File: src/common/display_pkg.sv
// display value types, digit index type and the hex to seven-segment encoder
package display_pkg;

    localparam int num_digits = 8;

    typedef logic [4*num_digits-1:0] hex_value_t;
    typedef logic [num_digits-1:0] digit_mask_t;
    typedef logic [$clog2(num_digits)-1:0] digit_idx_t;
    typedef logic [3:0] nibble_t;

    // segments gfedcba
    typedef logic [6:0] seg_t;

    localparam seg_t seg_minus = 7'b100_0000;

    function automatic seg_t encode_hex(input nibble_t nib);
        seg_t seg;
        case (nib)
            4'h0: seg = 7'h3F;
            4'h1: seg = 7'h06;
            4'h2: seg = 7'h5B;
            4'h3: seg = 7'h4F;
            4'h4: seg = 7'h66;
            4'h5: seg = 7'h6D;
            4'h6: seg = 7'h7D;
            4'h7: seg = 7'h27;
            4'h8: seg = 7'h7F;
            4'h9: seg = 7'h6F;
            4'hA: seg = 7'h77;
            4'hB: seg = 7'h7C;
            4'hC: seg = 7'h39;
            4'hD: seg = 7'h5E;
            4'hE: seg = 7'h79;
            default: seg = 7'h71;
        endcase
        return seg;
    endfunction

endpackage

File: src/common/tm1638_pkg.sv
// link protocol commands, timing constants, counter types and the tagged link byte
package tm1638_pkg;

    localparam int clk_hz = 50_000_000;
    localparam int sclk_hz = 1_000_000;
    localparam int frame_rate = 250;

    // system clocks per serial clock half period
    localparam int sclk_half_div = clk_hz / (2 * sclk_hz);
    // system clocks per display frame
    localparam int frame_period = clk_hz / frame_rate;

    localparam int num_key_bytes = 4;
    localparam int fifo_depth = 4;

    // bit positions inside a key byte that carry a key
    localparam int key_sample_bit0 = 0;
    localparam int key_sample_bit1 = 4;

    typedef logic [7:0] byte_t;
    typedef logic [2:0] bit_idx_t;
    typedef logic [$clog2(sclk_half_div)-1:0] half_cnt_t;
    typedef logic [$clog2(frame_period)-1:0] frame_cnt_t;
    typedef logic [$clog2(num_key_bytes)-1:0] key_byte_idx_t;
    typedef logic [$clog2(fifo_depth)-1:0] fifo_ptr_t;
    typedef logic [$clog2(fifo_depth + 1)-1:0] fifo_cnt_t;

    // TM1638 commands
    localparam byte_t cmd_write_auto = 8'h40;
    localparam byte_t cmd_addr0 = 8'hC0;
    localparam byte_t cmd_display_on = 8'h8F;
    localparam byte_t cmd_read_keys = 8'h42;

    // one byte on the link plus its framing tags
    typedef struct packed {
        byte_t data;
        // strobe goes high after this byte
        logic  stb_end;
        // data line released, keys sampled
        logic  is_read;
    } link_byte_t;

endpackage

File: src/design/byte_fifo.sv
// four entry FIFO of tagged link bytes with valid/ready on both sides
`timescale 1ns/1ps

module byte_fifo (
    input  logic                   CK_i,
    input  logic                   XARST_i,
    input  tm1638_pkg::link_byte_t wr_byte_i,
    input  logic                   wr_valid_i,
    output logic                   wr_ready_o,
    output tm1638_pkg::link_byte_t rd_byte_o,
    output logic                   rd_valid_o,
    input  logic                   rd_ready_i
);

    tm1638_pkg::link_byte_t mem [tm1638_pkg::fifo_depth];
    tm1638_pkg::fifo_ptr_t  wr_ptr;
    tm1638_pkg::fifo_ptr_t  rd_ptr;
    tm1638_pkg::fifo_cnt_t  count;
    logic                   do_wr;
    logic                   do_rd;

    function automatic tm1638_pkg::fifo_ptr_t next_ptr(input tm1638_pkg::fifo_ptr_t ptr);
        return (ptr == tm1638_pkg::fifo_depth - 1) ? '0 : ptr + 1'b1;
    endfunction

    assign wr_ready_o = (count != tm1638_pkg::fifo_depth);
    assign rd_valid_o = (count != 0);
    assign do_wr = wr_valid_i && wr_ready_o;
    assign do_rd = rd_valid_o && rd_ready_i;
    assign rd_byte_o = mem[rd_ptr];

    always_ff @(posedge CK_i) begin
        if (do_wr) begin
            mem[wr_ptr] <= wr_byte_i;
        end
    end

    always_ff @(posedge CK_i or negedge XARST_i) begin
        if (!XARST_i) begin
            wr_ptr <= '0;
            rd_ptr <= '0;
            count <= '0;
        end else begin
            if (do_wr) begin
                wr_ptr <= next_ptr(wr_ptr);
            end
            if (do_rd) begin
                rd_ptr <= next_ptr(rd_ptr);
            end
            case ({do_wr, do_rd})
                2'b10: count <= count + 1'b1;
                2'b01: count <= count - 1'b1;
                default: count <= count;
            endcase
        end
    end

    a_count_bound: assert property (@(posedge CK_i) disable iff (!XARST_i)
        count <= tm1638_pkg::fifo_depth);

endmodule

File: src/design/tm1638_top.sv
// TM1638 driver top with frame builder, byte FIFO and serial link
`timescale 1ns/1ps

module tm1638_top (
    input  logic                     CK_i,
    input  logic                     XARST_i,
    input  display_pkg::hex_value_t  bin_dat_i,
    input  display_pkg::digit_mask_t blank_digits_i,
    input  display_pkg::digit_mask_t dots_i,
    input  display_pkg::digit_mask_t leds_i,
    input  logic                     dio_i,
    output logic                     dio_o,
    output logic                     dio_oe_o,
    output logic                     sclk_o,
    output logic                     stb_o,
    output display_pkg::digit_mask_t keys_o
);

    tm1638_pkg::link_byte_t wr_byte;
    logic                   wr_valid;
    logic                   wr_ready;
    tm1638_pkg::link_byte_t rd_byte;
    logic                   rd_valid;
    logic                   rd_ready;

    frame_builder i_frame_builder (
        .CK_i           (CK_i),
        .XARST_i        (XARST_i),
        .bin_dat_i      (bin_dat_i),
        .blank_digits_i (blank_digits_i),
        .dots_i         (dots_i),
        .leds_i         (leds_i),
        .wr_byte_o      (wr_byte),
        .wr_valid_o     (wr_valid),
        .wr_ready_i     (wr_ready)
    );

    byte_fifo i_byte_fifo (
        .CK_i       (CK_i),
        .XARST_i    (XARST_i),
        .wr_byte_i  (wr_byte),
        .wr_valid_i (wr_valid),
        .wr_ready_o (wr_ready),
        .rd_byte_o  (rd_byte),
        .rd_valid_o (rd_valid),
        .rd_ready_i (rd_ready)
    );

    serial_link i_serial_link (
        .CK_i       (CK_i),
        .XARST_i    (XARST_i),
        .rd_byte_i  (rd_byte),
        .rd_valid_i (rd_valid),
        .rd_ready_o (rd_ready),
        .dio_i      (dio_i),
        .dio_o      (dio_o),
        .dio_oe_o   (dio_oe_o),
        .sclk_o     (sclk_o),
        .stb_o      (stb_o),
        .keys_o     (keys_o)
    );

endmodule

File: src/frame/frame_builder.sv
// frame timer, display input snapshot and the tagged byte sequence of a frame
`timescale 1ns/1ps

module frame_builder (
    input  logic                     CK_i,
    input  logic                     XARST_i,
    input  display_pkg::hex_value_t  bin_dat_i,
    input  display_pkg::digit_mask_t blank_digits_i,
    input  display_pkg::digit_mask_t dots_i,
    input  display_pkg::digit_mask_t leds_i,
    output tm1638_pkg::link_byte_t   wr_byte_o,
    output logic                     wr_valid_o,
    input  logic                     wr_ready_i
);

    typedef enum logic [2:0] {
        st_idle,
        st_write_cmd,
        st_addr_cmd,
        st_digit,
        st_led,
        st_power_cmd,
        st_key_cmd,
        st_key_read
    } state_t;

    state_t                    state;
    tm1638_pkg::frame_cnt_t    frame_cnt;
    logic                      frame_tick;
    logic                      accept;
    display_pkg::digit_idx_t   digit_idx;
    tm1638_pkg::key_byte_idx_t read_cnt;
    display_pkg::hex_value_t   bin_q;
    display_pkg::digit_mask_t  blank_q;
    display_pkg::digit_mask_t  dots_q;
    display_pkg::digit_mask_t  leds_q;
    display_pkg::seg_t         digit_seg;

    assign frame_tick = (frame_cnt == tm1638_pkg::frame_period - 1);
    assign wr_valid_o = (state != st_idle);
    assign accept = wr_valid_o && wr_ready_i;

    always_ff @(posedge CK_i or negedge XARST_i) begin
        if (!XARST_i) begin
            frame_cnt <= '0;
        end else if (frame_tick) begin
            frame_cnt <= '0;
        end else begin
            frame_cnt <= frame_cnt + 1'b1;
        end
    end

    // inputs are frozen for the whole frame
    always_ff @(posedge CK_i) begin
        if (frame_tick) begin
            bin_q <= bin_dat_i;
            blank_q <= blank_digits_i;
            dots_q <= dots_i;
            leds_q <= leds_i;
        end
    end

    always_ff @(posedge CK_i or negedge XARST_i) begin
        if (!XARST_i) begin
            state <= st_idle;
            digit_idx <= '0;
            read_cnt <= '0;
        end else begin
            case (state)
                st_idle: begin
                    if (frame_tick) begin
                        state <= st_write_cmd;
                    end
                end
                st_write_cmd: begin
                    if (accept) begin
                        state <= st_addr_cmd;
                    end
                end
                st_addr_cmd: begin
                    if (accept) begin
                        digit_idx <= '0;
                        state <= st_digit;
                    end
                end
                st_digit: begin
                    if (accept) begin
                        state <= st_led;
                    end
                end
                st_led: begin
                    if (accept) begin
                        if (digit_idx == display_pkg::num_digits - 1) begin
                            state <= st_power_cmd;
                        end else begin
                            digit_idx <= digit_idx + 1'b1;
                            state <= st_digit;
                        end
                    end
                end
                st_power_cmd: begin
                    if (accept) begin
                        state <= st_key_cmd;
                    end
                end
                st_key_cmd: begin
                    if (accept) begin
                        read_cnt <= '0;
                        state <= st_key_read;
                    end
                end
                st_key_read: begin
                    if (accept) begin
                        if (read_cnt == tm1638_pkg::num_key_bytes - 1) begin
                            state <= st_idle;
                        end else begin
                            read_cnt <= read_cnt + 1'b1;
                        end
                    end
                end
                default: state <= st_idle;
            endcase
        end
    end

    // blanked digits show a minus
    assign digit_seg = blank_q[digit_idx] ? display_pkg::seg_minus
                     : display_pkg::encode_hex(bin_q[digit_idx * 4 +: 4]);

    always_comb begin
        wr_byte_o = '0;
        case (state)
            st_write_cmd: begin
                wr_byte_o.data = tm1638_pkg::cmd_write_auto;
                wr_byte_o.stb_end = 1'b1;
            end
            st_addr_cmd: wr_byte_o.data = tm1638_pkg::cmd_addr0;
            st_digit: wr_byte_o.data = {dots_q[digit_idx], digit_seg};
            st_led: begin
                wr_byte_o.data = {7'b0, leds_q[digit_idx]};
                wr_byte_o.stb_end = (digit_idx == display_pkg::num_digits - 1);
            end
            st_power_cmd: begin
                wr_byte_o.data = tm1638_pkg::cmd_display_on;
                wr_byte_o.stb_end = 1'b1;
            end
            st_key_cmd: wr_byte_o.data = tm1638_pkg::cmd_read_keys;
            st_key_read: begin
                wr_byte_o.is_read = 1'b1;
                wr_byte_o.stb_end = (read_cnt == tm1638_pkg::num_key_bytes - 1);
            end
            default: wr_byte_o = '0;
        endcase
    end

    a_byte_held: assert property (@(posedge CK_i) disable iff (!XARST_i)
        wr_valid_o && !wr_ready_i |=> wr_valid_o && $stable(wr_byte_o));

    // a frame must drain before the next tick
    a_tick_when_idle: assert property (@(posedge CK_i) disable iff (!XARST_i)
        frame_tick |-> state == st_idle);

endmodule

File: src/link/serial_link.sv
// serial clock divider, LSB first byte shifter, strobe and data direction, key capture
`timescale 1ns/1ps

module serial_link (
    input  logic                     CK_i,
    input  logic                     XARST_i,
    input  tm1638_pkg::link_byte_t   rd_byte_i,
    input  logic                     rd_valid_i,
    output logic                     rd_ready_o,
    input  logic                     dio_i,
    output logic                     dio_o,
    output logic                     dio_oe_o,
    output logic                     sclk_o,
    output logic                     stb_o,
    output display_pkg::digit_mask_t keys_o
);

    typedef enum logic [1:0] {
        st_idle,
        st_start,
        st_shift,
        st_finish
    } state_t;

    state_t                    state;
    tm1638_pkg::half_cnt_t     half_cnt;
    logic                      half_tick;
    logic                      fall_en;
    logic                      rise_en;
    logic                      ready_q;
    logic                      accept;
    tm1638_pkg::byte_t         shift_q;
    tm1638_pkg::bit_idx_t      bit_cnt;
    tm1638_pkg::key_byte_idx_t key_idx;
    display_pkg::digit_mask_t  key_stage;
    logic                      cur_stb_end;
    logic                      cur_is_read;

    assign rd_ready_o = ready_q;
    assign accept = ready_q && rd_valid_i;

    // half period divider, restarted for every byte
    assign half_tick = (half_cnt == tm1638_pkg::sclk_half_div - 1);
    assign fall_en = half_tick && sclk_o;
    assign rise_en = half_tick && !sclk_o;

    always_ff @(posedge CK_i or negedge XARST_i) begin
        if (!XARST_i) begin
            half_cnt <= '0;
        end else if (accept || half_tick) begin
            half_cnt <= '0;
        end else begin
            half_cnt <= half_cnt + 1'b1;
        end
    end

    always_ff @(posedge CK_i or negedge XARST_i) begin
        if (!XARST_i) begin
            state <= st_idle;
            ready_q <= 1'b0;
            sclk_o <= 1'b1;
            stb_o <= 1'b1;
            dio_o <= 1'b0;
            dio_oe_o <= 1'b0;
            bit_cnt <= '0;
            key_idx <= '0;
            cur_stb_end <= 1'b0;
            cur_is_read <= 1'b0;
            keys_o <= '0;
        end else begin
            case (state)
                st_idle: begin
                    ready_q <= 1'b1;
                    if (accept) begin
                        ready_q <= 1'b0;
                        cur_stb_end <= rd_byte_i.stb_end;
                        cur_is_read <= rd_byte_i.is_read;
                        // strobe setup lasts the start half period
                        stb_o <= 1'b0;
                        dio_oe_o <= !rd_byte_i.is_read;
                        bit_cnt <= '0;
                        state <= st_start;
                    end
                end
                st_start: begin
                    if (fall_en) begin
                        sclk_o <= 1'b0;
                        dio_o <= shift_q[0];
                        state <= st_shift;
                    end
                end
                st_shift: begin
                    if (fall_en) begin
                        sclk_o <= 1'b0;
                        dio_o <= shift_q[0];
                    end else if (rise_en) begin
                        sclk_o <= 1'b1;
                        bit_cnt <= bit_cnt + 1'b1;
                        if (bit_cnt == '1) begin
                            state <= st_finish;
                        end
                    end
                end
                st_finish: begin
                    dio_oe_o <= 1'b0;
                    dio_o <= 1'b0;
                    if (cur_stb_end) begin
                        stb_o <= 1'b1;
                    end
                    if (cur_is_read) begin
                        if (cur_stb_end) begin
                            keys_o <= key_stage;
                            key_idx <= '0;
                        end else begin
                            key_idx <= key_idx + 1'b1;
                        end
                    end
                    ready_q <= 1'b1;
                    state <= st_idle;
                end
                default: state <= st_idle;
            endcase
        end
    end

    // board drives dio after the fall, so it is settled by the rise
    always_ff @(posedge CK_i) begin
        if (accept) begin
            shift_q <= rd_byte_i.data;
        end else if (state == st_shift && rise_en) begin
            shift_q <= {1'b0, shift_q[7:1]};
            if (cur_is_read && bit_cnt == tm1638_pkg::key_sample_bit0) begin
                key_stage[display_pkg::num_digits - 1 - 2 * key_idx] <= dio_i;
            end
            if (cur_is_read && bit_cnt == tm1638_pkg::key_sample_bit1) begin
                key_stage[display_pkg::num_digits - 2 - 2 * key_idx] <= dio_i;
            end
        end
    end

    a_idle_clock_high: assert property (@(posedge CK_i) disable iff (!XARST_i)
        (state == st_idle) && stb_o |-> sclk_o);

    a_read_released: assert property (@(posedge CK_i) disable iff (!XARST_i)
        (state != st_idle) && cur_is_read |-> !dio_oe_o);

endmodule

File: config.mk
export PLATFORM = sky130hd
export DESIGN_NAME = tm1638_top
export DESIGN_NICKNAME = d
export VERILOG_FILES = /design/src/common/display_pkg.sv /design/src/common/tm1638_pkg.sv /design/src/design/byte_fifo.sv /design/src/design/tm1638_top.sv /design/src/frame/frame_builder.sv /design/src/link/serial_link.sv
export SDC_FILE = /design/constraint.sdc
export NUM_CORES = 1
export LEC_CHECK = 0
export BUFFER_PORTS_ARGS = -buffer_cell sky130_fd_sc_hd__buf_2
export CAP_MARGIN = 10
export CORE_AREA = 4 4 119 121
export CTS_BUF_LIST = sky130_fd_sc_hd__clkbuf_8
export CTS_CLUSTER_DIAMETER = 80
export CTS_CLUSTER_SIZE = 30
export DETAILED_ROUTE_END_ITERATION = 8
export DIE_AREA = 0 0 123 125
export MAX_ROUTING_LAYER = met4
export PLACE_DENSITY_LB_ADDON = 0.15
export SLEW_MARGIN = 20
export SYNTH_ARGS = -nofsm -noshare
export SYNTH_HDL_FRONTEND = slang
export SYNTH_HIERARCHICAL = 1
export SYNTH_SLANG_ARGS = --single-unit
File: constraint.sdc
create_clock -name CK_i -period 4.45 [get_ports CK_i]
set_input_delay 0.6675 -clock CK_i [delete_from_list [all_inputs] [get_ports CK_i]]
set_output_delay 0.6675 -clock CK_i [all_outputs]
set_load 0.05 [all_outputs]
==> impl_metrics.env, run 1 <==
export IMPL_drtIter0Drc=313
export IMPL_final_cells=788
export IMPL_rows=42
export IMPL_cts_tree="done"
export IMPL_syn_area_mm2=0.00779
export IMPL_netlist_instances=528
export IMPL_period_share_pct=75.0
export IMPL_syn_avg_cell_area_um2=14.8
export IMPL_finalSetupViolCount=0
export IMPL_synthDistinctLibCells=63
export IMPL_async_flop_share_pct=34.9
export IMPL_cts_root_buffer="clkbuf_8"
export IMPL_dp_cells=756
export IMPL_status="completed"
export IMPL_slew_headroom_pct=29.5
export IMPL_r2r_end="i_byte_fifo/mem[1][6]"
export IMPL_ys_seq_area_share_pct=62.4
export IMPL_dp_hpwl_um=9160
export IMPL_post_cts_buffers=0
export IMPL_ctsHoldBuffers=0
export IMPL_portBuffers=70
export IMPL_cp_end_kind="register"
export IMPL_num_nets_final=690
export IMPL_min_period_ns=3.34
export IMPL_worst_pin_slew_ns=1.03
export IMPL_ys_flop_type="edfxtp_1"
export IMPL_design_area_mm2=0.00868
export IMPL_core_region_area_mm2=0.0131
export IMPL_setup_worst_path_start_class="register"
export IMPL_power_density_mw_per_mm2=318
export IMPL_drive_gt1_share_pct=27.5
export IMPL_die_w_um=123
export IMPL_grt_pass1_wl_um=22100
export IMPL_path_clk_slew_ns=0.09
export IMPL_cp_arrival_ns=3.51
export IMPL_first_global_vias=4647
export IMPL_timing_rr_start="i_frame_builder/digit_idx[1]"
export IMPL_slew_violations=0
export IMPL_placed_area_mm2=0.00831
export IMPL_dr_pass1_iters=4
export IMPL_leakagePower_nw=3.35
export IMPL_synth_nets=619
export IMPL_grt_usage_pct=18.9
export IMPL_rsz0062_at_grt="no"
export IMPL_grt_max_degree=63
export IMPL_reg2regPathDepth=4
export IMPL_yosys_warnings=6
export IMPL_tns_ns=0
export IMPL_die_area_mm2=0.0154
export IMPL_viasPerCell=5.59
export IMPL_avgRoutedWirePerCell_um=16.3
export IMPL_report_final_hold_viol_count=0
export IMPL_synth_seq_cells=172
export IMPL_worstSetupEndpoint="i_byte_fifo/mem[1][6]"
export IMPL_grt_overflow=0
export IMPL_htreeDepth=4
export IMPL_postRouteAntennaNets=0
export IMPL_routed_via_count=4401
export IMPL_cap_violations=0
export IMPL_setup_worst_path_start="i_frame_builder/digit_idx[1]"
export IMPL_die_h_um=125
export IMPL_globalRouteMet2Util_pct=29.6
export IMPL_fin_ws_ns=1.11
export IMPL_drc=0
export IMPL_ctsResizeCount=0
export IMPL_crit_required_ns=4.62
export IMPL_cts_inserted_buffers=17
export IMPL_initial_core_util_pct=59.6
export IMPL_io_pins=71
export IMPL_crit_fanout=16
export IMPL_cts_sinks=172
export IMPL_hold_class="input port to async pin"
export IMPL_cts_path_max_buffers=2
export IMPL_insertion_delay_ns=0.46
export IMPL_grt_use_met1_pct=23.7
export IMPL_antennaDiodeCount=0
export IMPL_synthToLayoutAreaGrowth_pct=11.3
export IMPL_ir_drop_v=0.000254
export IMPL_holdWs_ns=0.227
export IMPL_gp_congestion=0.775
export IMPL_grt_busiest_layer="met2"
export IMPL_grt_use_met3_pct=3.88
export IMPL_routed_wl_um=12900
export IMPL_dp_slack_ns=1.21
export IMPL_crit_type="register to register"
export IMPL_synth_edf_count=112
export IMPL_clock_skew_ns=0.0112
export IMPL_fmax_ghz=0.300
export IMPL_antenna_found_initial=0
export IMPL_reg2reg_slack_ns=1.11
-- worst max-delay path, stage by stage, from the launching register on --
cell	delay (ns)
dfrtp_1	0.79
mux4_2	0.59
mux2i_1	0.82
nor2b_1	0.18
a221oi_1	0.67
-- logic make-up (layout without fill, tap and decap cells) --
kind of cell | after synthesis | count (layout) | synth area share, %
flops | 172 | 172 | 62.4
buf+inv | 49 | 133 | 2.63
compound gates | 51 | 51 | 4.69
xor+xnor | 24 | 24 | 2.70
simple gates | 139 | 139 | 9.92
fa+ha+maj | 32 | 32 | 5.23
mux | 61 | 61 | 12.4
-- placed cells by master (no fill, tap or decap), types with 4 or more instances in the layout --
cell type / n
a21oi_1: 4
o21ai_0: 13
and3_1: 6
nand2_1: 27
dfrtp_1: 58
nand3_1: 13
xnor2_1: 10
nor2_1: 29
nand4_1: 8
a22o_1: 9
and2_1: 15
inv_6: 4
edfxtp_1: 112
and3_2: 4
nor3_1: 6
ha_1: 31
a21o_1: 4
buf_2: 70
mux2_2: 23
mux4_2: 21
inv_1: 29
nor2b_1: 7
clkbuf_8: 17
mux2i_1: 11
xor2_1: 14
-- worst min path at each step --
stage                                         endpoint  slack (ns)  depth (start not counted)
after floorplan                   i_byte_fifo/count[0]        0.37                          0
after global placement    i_frame_builder/frame_cnt[0]        0.43                          1
after detailed placement  i_frame_builder/frame_cnt[0]        0.45                          1
after CTS                      i_serial_link/keys_o[0]        0.22                          1
after global routing           i_serial_link/keys_o[4]        0.26                          1
final                          i_serial_link/keys_o[0]        0.23                          1
-- registers in the layout (all words and copies together), names as in the netlist, 3 cells and up --
signal / cells
i_byte_fifo/mem: 40
i_frame_builder/digit_idx: 3
i_frame_builder/blank_q: 8
i_frame_builder/bin_q: 32
i_frame_builder/frame_cnt: 18
i_serial_link/half_cnt: 5
i_frame_builder/state: 3
i_serial_link/shift_q: 8
i_serial_link/bit_cnt: 3
i_byte_fifo/count: 3
i_serial_link/keys_o: 8
i_frame_builder/dots_q: 8
i_serial_link/key_stage: 8
i_frame_builder/leds_q: 8
-- layer usage --
layer / vias to the layer above / part of all wire [%] / wire length (µm)
li1: 2103 / - / -
met1: 2164 / 42 / 5420
met2: 109 / 51 / 6590
met3: 25 / 4.2 / 537
met4: 0 / 2.4 / 304
met5: - / 0 / 0
-- cells in the mapped netlist, types with 4 or more instances --
cell type	n	area, µm²
mux4_2	21	473
dfrtp_1	58	1450
and3_1	6	37.5
a22o_1	9	78.8
o21ai_0	14	70.1
xor2_1	14	123
nand4_1	8	50.1
buf_2	4	20.0
inv_1	28	105
edfxtp_1	112	3360
xnor2_1	10	87.6
ha_1	31	388
nor3_1	7	35.0
and3_2	4	30.0
clkbuf_1	13	48.8
nor2_1	29	109
nor2b_1	7	43.8
a21oi_1	4	20.0
mux2i_1	11	110
nand2_1	27	101
and2_1	15	93.8
nand3_1	13	65.1
a21o_1	4	30.0
mux2_2	23	259
-- power breakdown --
part	internal (mW)	switching, mW
clock network	0.451	0.577
logic	0.0180	0.0178
registers	1.69	0
total	2.16	0.594
-- layout make-up --
type                    instances  area, µm²
clock buffers                  17        234
clock inverters                15        139
fillers                       927       4410
inverters                      28        105
multi-input cells             307       2730
flip-flops and latches        172       4870
well taps                     176        220
repair buffers                 73        385
-- metrics by stage --
step	util, %	power (mW)
6_report	66.3	2.76
4_1_cts	66.3	2.79
2_1_floorplan	-	1.73
3_3_place_gp	63.5	1.77
5_1_grt	66.3	2.87
3_5_place_dp	63.5	1.77
No activity file was read; power rests on OpenSTA's default activity.
==> run 2: changes to the inputs <==
==> constraint.sdc (replaced) <==
create_clock -name CK_i -period 3.4 [get_ports CK_i]
set_input_delay 0.51 -clock CK_i [delete_from_list [all_inputs] [get_ports CK_i]]
set_output_delay 0.51 -clock CK_i [all_outputs]
set_load 0.05 [all_outputs]
==> impl_metrics.env, run 2 (same netlist as run 1, synthesis figures left out) <==
export IMPL_status="completed"
export IMPL_internal_power_mw=2.88
export IMPL_p_sw_share_pct=21.1
export IMPL_top_regs="i_byte_fifo/mem x40, i_frame_builder/bin_q x32, i_frame_builder/frame_cnt x18"
export IMPL_first_global_vias=4501
export IMPL_dp_slack_ns=0.559
export IMPL_die_w_um=123
export IMPL_clock_skew_ns=0.0179
export IMPL_leakagePower_nw=3.40
export IMPL_routed_via_count=4376
export IMPL_ctsHoldBuffers=0
export IMPL_cts_path_max_buffers=2
export IMPL_drive_gt1_share_pct=28.6
export IMPL_p_sw_uw=769
export IMPL_dp_cells=763
export IMPL_hold_class="input port to async pin"
export IMPL_period_share_pct=82.7
export IMPL_clockPowerShare_pct=37.8
export IMPL_largest_register="i_byte_fifo/mem"
export IMPL_tns_ns=0
export IMPL_path_clk_slew_ns=0.09
export IMPL_report_final_hold_viol_count=0
export IMPL_grt_usage_pct=18.2
export IMPL_htreeDepth=4
export IMPL_dp_hpwl_um=8870
export IMPL_portBuffers=70
export IMPL_layout_commonest_cell="edfxtp_1"
export IMPL_final_cell_mix="112 x edfxtp_1, 69 x buf_2, 58 x dfrtp_1"
export IMPL_ctsResizeCount=0
export IMPL_nFillCells=937
export IMPL_drtIter0Drc=327
export IMPL_io_pins=71
export IMPL_crit_type="register to register"
export IMPL_comb_power_share_pct=1.3
export IMPL_rows=42
export IMPL_slew_violations=0
export IMPL_cts_tree="done"
export IMPL_setup_worst_path_start_class="register"
export IMPL_crit_required_ns=3.61
export IMPL_cap_violations=0
export IMPL_viasPerCell=5.50
export IMPL_antennaDiodeCount=0
export IMPL_postRouteAntennaNets=0
export IMPL_worst_pin_slew_ns=0.712
export IMPL_seq_power_share_pct=60.9
export IMPL_rsz0062_at_grt="no"
export IMPL_synthToLayoutAreaGrowth_pct=12.3
export IMPL_antenna_found_initial=0
export IMPL_cp_end_kind="register"
export IMPL_final_cells=795
export IMPL_crit_fanout=7
export IMPL_grt_pass1_wl_um=21400
export IMPL_cp_arrival_ns=3.02
export IMPL_fin_ws_ns=0.589
export IMPL_largest_reg_flops=40
export IMPL_power_density_mw_per_mm2=417
export IMPL_avgRoutedWirePerCell_um=15.7
export IMPL_post_cts_buffers=0
export IMPL_die_area_mm2=0.0154
export IMPL_ir_drop_v=0.000336
export IMPL_routed_wl_um=12500
export IMPL_cts_sinks=172
export IMPL_fmax_ghz=0.356
export IMPL_cts_inserted_buffers=17
export IMPL_slew_headroom_pct=52.2
export IMPL_grt_max_degree=66
export IMPL_dr_pass1_iters=6
export IMPL_min_period_ns=2.81
export IMPL_cts_root_buffer="clkbuf_8"
export IMPL_initial_core_util_pct=59.6
export IMPL_insertion_delay_ns=0.46
export IMPL_die_h_um=125
export IMPL_grt_overflow=0
export IMPL_gp_congestion=0.810
export IMPL_final_core_util_pct=66.9
export IMPL_core_region_area_mm2=0.0131
export IMPL_drc=0
export IMPL_num_nets_final=697
export IMPL_finalSetupViolCount=0
run 2: cell types whose count changed in the layout (fill, tap and decap cells not counted), sizes merged:
| cell | change |
|---|---|
| clkbuf | +2 |
| clkinvlp | -2 |
| buf | +7 |
run 2: critical path, cell delays in order, from the launching register on:
cell	delay (ns)
dfrtp_1	0.39
buf_4	0.19
mux4_2	0.50
mux2i_1	0.44
inv_1	0.19
ha_1	0.26
mux2i_1	0.13
nor2b_1	0.06
o31ai_1	0.40
run 2: final cells by class:
class,count,area [µm²],area share [%]
multi-input combinational,307,2730,31.2
clock inverter,13,129,1.47
inverter,28,105,1.20
sequential,172,4870,55.6
tap,176,220,2.52
clock buffer,19,262,2.99
timing repair buffer,80,440,5.03
run 2: power groups by stage:
| stage | clock, mW | combinational (mW) | sequential [mW] |
|---|---|---|---|
| global placement | 0 | 0.0469 | 2.26 |
| floorplan | 0 | 0.00000153 | 2.26 |
| CTS | 1.41 | 0.0489 | 2.22 |
| detailed placement | 0 | 0.0487 | 2.26 |
| global route | 1.52 | 0.0554 | 2.22 |
| finish | 1.38 | 0.0473 | 2.22 |
run 2: final timing paths:
check | start | endpoint | slack (ns) | depth (start not counted)
min in group CK_i | bin_dat_i[3] | i_frame_builder/bin_q[3] | 0.22 | 1
setup reg to reg | i_frame_builder/digit_idx[1] | i_byte_fifo/mem[3][5] | 0.59 | 8
setup / recovery | i_frame_builder/digit_idx[1] | i_byte_fifo/mem[3][5] | 0.59 | 8
hold reg to reg | i_frame_builder/frame_cnt[0] | i_frame_builder/frame_cnt[0] | 0.46 | 1
hold / removal | XARST_i | i_serial_link/keys_o[4] | 0.05 | 1
max in group asynchronous | XARST_i | i_frame_builder/read_cnt[0] | 2.68 | 2
run 2: layer usage:
metal  wire [µm]  track usage [%]
met5           0                -
met3         593             4.20
met4         117             5.54
met2        6370             29.4
met1        5370             23.1
run 2: metrics by stage:
step                      area [µm²]  power [mW]  hold slack [ns]
after detailed placement        8360        2.31            0.445
after CTS                       8750        3.68            0.196
after global placement          8360        2.31            0.435
after global routing            8750        3.80           0.0665
after floorplan                 7800        2.26            0.214
final                           8750        3.64           0.0462
==> run 3: changes to the inputs <==
--- a/config.mk
+++ b/config.mk
@@ -5,14 +5,15 @@
 export SDC_FILE = /design/constraint.sdc
 export NUM_CORES = 1
 export LEC_CHECK = 0
+export ABC_AREA = 1
 export BUFFER_PORTS_ARGS = -buffer_cell sky130_fd_sc_hd__buf_2
 export CAP_MARGIN = 10
-export CORE_AREA = 4 4 119 121
+export CORE_AREA = 4 4 128 130
 export CTS_BUF_LIST = sky130_fd_sc_hd__clkbuf_8
 export CTS_CLUSTER_DIAMETER = 80
 export CTS_CLUSTER_SIZE = 30
 export DETAILED_ROUTE_END_ITERATION = 8
-export DIE_AREA = 0 0 123 125
+export DIE_AREA = 0 0 132 134
 export MAX_ROUTING_LAYER = met4
 export PLACE_DENSITY_LB_ADDON = 0.15
 export SLEW_MARGIN = 20
==> constraint.sdc (replaced) <==
create_clock -name CK_i -period 2.3 [get_ports CK_i]
set_input_delay 0.345 -clock CK_i [delete_from_list [all_inputs] [get_ports CK_i]]
set_output_delay 0.345 -clock CK_i [all_outputs]
set_load 0.05 [all_outputs]
==> impl_metrics.env, run 3 <==
export IMPL_path_clk_slew_ns=0.09
export IMPL_status="completed"
export IMPL_worst_pin_slew_ns=0.686
export IMPL_die_h_um=134
export IMPL_hold_class="input port to register"
export IMPL_ys_flop_type="edfxtp_1"
export IMPL_cts_inserted_buffers=17
export IMPL_synthToLayoutAreaGrowth_pct=13.0
export IMPL_dp_slack_ns=0.179
export IMPL_dp_hpwl_um=11200
export IMPL_synth_compound_area_share_pct=6.32
export IMPL_crit_required_ns=2.47
export IMPL_cap_violations=0
export IMPL_netlist_instances=811
export IMPL_synth_most_common_cell="nand2_1"
export IMPL_synth_common_cells="192 x nand2_1, 112 x edfxtp_1, 105 x inv_1"
export IMPL_first_global_vias=5598
export IMPL_drtIter0Drc=337
export IMPL_layout_commonest_cell="nand2_1"
export IMPL_ys_seq_area_share_pct=58.3
export IMPL_ir_drop_v=0.000438
export IMPL_seq_power_share_pct=58.1
export IMPL_final_cells=1106
export IMPL_viasPerCell=5.10
export IMPL_largest_reg_flops=40
export IMPL_routed_via_count=5646
export IMPL_worst_path_buf_inv=1
export IMPL_cts_path_max_buffers=2
export IMPL_synthTopCellsByArea="edfxtp_1 40%, dfrtp_1 17%, nand2_1 8.6%"
export IMPL_syn_area_mm2=0.00835
export IMPL_report_final_hold_viol_count=0
export IMPL_cp_arrival_ns=2.25
export IMPL_internal_power_mw=4.44
export IMPL_rows=45
export IMPL_min_period_ns=2.09
export IMPL_comb_power_share_pct=1.3
export IMPL_synth_nets=902
export IMPL_p_total_mw=5.64
export IMPL_synth_top_family_by_area="simple AND/OR/NAND/NOR gates"
export IMPL_nFillCells=1245
export IMPL_p_sw_share_pct=21.4
export IMPL_fin_ws_ns=0.214
export IMPL_largest_register="i_byte_fifo/mem"
export IMPL_synth_xor_area_share_pct=1.15
export IMPL_period_share_pct=90.7
export IMPL_drc=0
export IMPL_portBuffers=70
export IMPL_synthSimpleGateAreaFrac_pct=20.7
export IMPL_grt_overflow=0
export IMPL_core_region_area_mm2=0.0151
export IMPL_clock_skew_ns=0.0145
export IMPL_num_nets_final=996
export IMPL_critPathMaxStageDelay_ns=0.37
export IMPL_path_delay_family="simple AND/OR/NAND/NOR gates"
export IMPL_final_cell_mix="191 x nand2_1, 112 x edfxtp_1, 104 x inv_1"
export IMPL_gp_congestion=0.929
export IMPL_leakagePower_nw=4.19
export IMPL_avgRoutedWirePerCell_um=13.9
export IMPL_holdWs_ns=0.0598
export IMPL_grt_pass1_wl_um=26300
export IMPL_die_area_mm2=0.0177
export IMPL_top_regs="i_byte_fifo/mem x40, i_frame_builder/bin_q x32, i_frame_builder/frame_cnt x18"
export IMPL_grt_max_degree=44
export IMPL_grt_usage_pct=18.9
export IMPL_initial_core_util_pct=55.2
export IMPL_power_density_mw_per_mm2=598
export IMPL_crit_type="register to register"
export IMPL_setup_worst_path_start_class="register"
export IMPL_async_flop_share_pct=34.9
export IMPL_syn_avg_cell_area_um2=10.3
export IMPL_insertion_delay_ns=0.46
export IMPL_synth_edf_count=112
export IMPL_clockPowerShare_pct=40.6
export IMPL_path_cells="buf_4 > nor2_1 > nor2_1 > o21ai_0 > nand2_1 > nand2_1 > nand2_2 > ha_1 > nand2_2 > o21ai_0 > a31oi_2"
export IMPL_crit_fanout=19
export IMPL_cts_sinks=172
export IMPL_slowest_stage="dfrtp_1"
export IMPL_routed_wl_um=15300
export IMPL_synth_top_cell_area_share_pct=40.3
export IMPL_final_core_util_pct=62.3
export IMPL_synthDistinctLibCells=48
export IMPL_dp_cells=1071
export IMPL_htreeDepth=4
export IMPL_antenna_found_initial=0
export IMPL_die_w_um=132
export IMPL_cp_end_kind="register"
export IMPL_postRouteAntennaNets=0
export IMPL_p_sw_mw=1.21
export IMPL_synth_adder_area_share_pct=4.88
export IMPL_slew_violations=0
export IMPL_yosys_warnings=6
export IMPL_cts_root_buffer="clkbuf_8"
export IMPL_finalSetupViolCount=0
export IMPL_fmax_ghz=0.479
export IMPL_drive_gt1_share_pct=20.9
export IMPL_cts_tree="done"
export IMPL_io_pins=71
export IMPL_antennaDiodeCount=0
export IMPL_slew_headroom_pct=54.2
export IMPL_synth_seq_cells=172
export IMPL_synth_largest_area_cell="edfxtp_1"
export IMPL_synthMuxAreaShare_pct=1.44
export IMPL_dr_pass1_iters=5
==> run 3: changes by cell type in the layout (fill, tap and decap cells not counted), moves of 12 or more <==
cell,change
nand2_1,+164
inv_1,+75
nand3_1,+48
mux2_2,-23
mux4_2,-21
nor2_1,+21
o211ai_1,+21
and2_1,-15
inv_2,+14
o21ai_1,+12
==> run 3: repair_timing <==
| item | in CTS | in global routing |
|---|---|---|
| gates resized for setup | 0 | 5 |
| hold endpoints to repair | 27 | 0 |
| hold buffers | 1 | 0 |
| setup endpoints to repair | 0 | 24 |
| buffers inserted | 0 | 2 |
==> run 3: through the flow <==
| stage | TNS (ns) | instance area, µm² |
|---|---|---|
| 6_report | 0 | 9440 |
| 3_5_place_dp | 0 | 8960 |
| 3_3_place_gp | 0 | 8960 |
| 2_1_floorplan | 0 | 8360 |
| 5_1_grt | -0.173 | 9440 |
| 4_1_cts | 0 | 9410 |
==> run 3: cell families (layout without fill, tap and decap cells) <==
logic type / after synthesis / count (layout)
buf+inv: 137 / 244
compound gates: 83 / 83
simple gates: 368 / 368
fa+ha+maj: 32 / 32
mux: 8 / 8
flops: 172 / 172
xor+xnor: 11 / 11
==> run 3: path summary, 6_finish.rpt <==
| path | depth (start not counted) | slack [ns] | to | from |
|---|---|---|---|---|
| setup / recovery | 11 | 0.21 | i_byte_fifo/mem[0][6] | i_frame_builder/digit_idx[0] |
| hold / removal | 1 | 0.06 | i_frame_builder/bin_q[5] | bin_dat_i[5] |
| setup reg to reg | 11 | 0.21 | i_byte_fifo/mem[0][6] | i_frame_builder/digit_idx[0] |
| hold reg to reg | 2 | 0.48 | i_serial_link/stb_o | i_serial_link/stb_o |
| max in group asynchronous | 3 | 1.22 | i_frame_builder/frame_cnt[7] | XARST_i |
| min in group asynchronous | 2 | 0.46 | i_serial_link/keys_o[5] | XARST_i |
==> run 3: layer usage <==
| metal | vias to the layer above | routed length [µm] | track usage, % |
|---|---|---|---|
| met5 | - | 0 | - |
| met4 | 0 | 212 | 5.95 |
| met3 | 17 | 587 | 4.54 |
| met2 | 115 | 7700 | 31.4 |
| met1 | 2628 | 6850 | 23.0 |
| li1 | 2886 | - | - |
==> run 3: worst register-to-register path, stage by stage, from the launching register on <==
cell and delay, ns:
dfrtp_1 0.37, buf_4 0.23, nor2_1 0.07, nor2_1 0.07
o21ai_0 0.08, nand2_1 0.16, nand2_1 0.09, nand2_2 0.12
ha_1 0.23, nand2_2 0.07, o21ai_0 0.21, a31oi_2 0.10
==> run 3: layout make-up <==
class	count	area (µm²)	share of cell area (%)
flip-flops and latches	172	4870	51.6
multi-input cells	502	2910	30.8
repair buffers	93	551	5.83
inverters	119	450	4.77
well taps	188	235	2.49
clock buffers	17	234	2.48
clock inverters	15	199	2.11
==> run 3: power by group through the flow <==
stage | combinational [mW] | sequential (mW) | clock, mW
floorplan | 0.000894 | 3.35 | 0
global placement | 0.0728 | 3.35 | 0
detailed placement | 0.0758 | 3.35 | 0
CTS | 0.0775 | 3.28 | 2.36
global route | 0.0858 | 3.28 | 2.51
finish | 0.0747 | 3.28 | 2.29
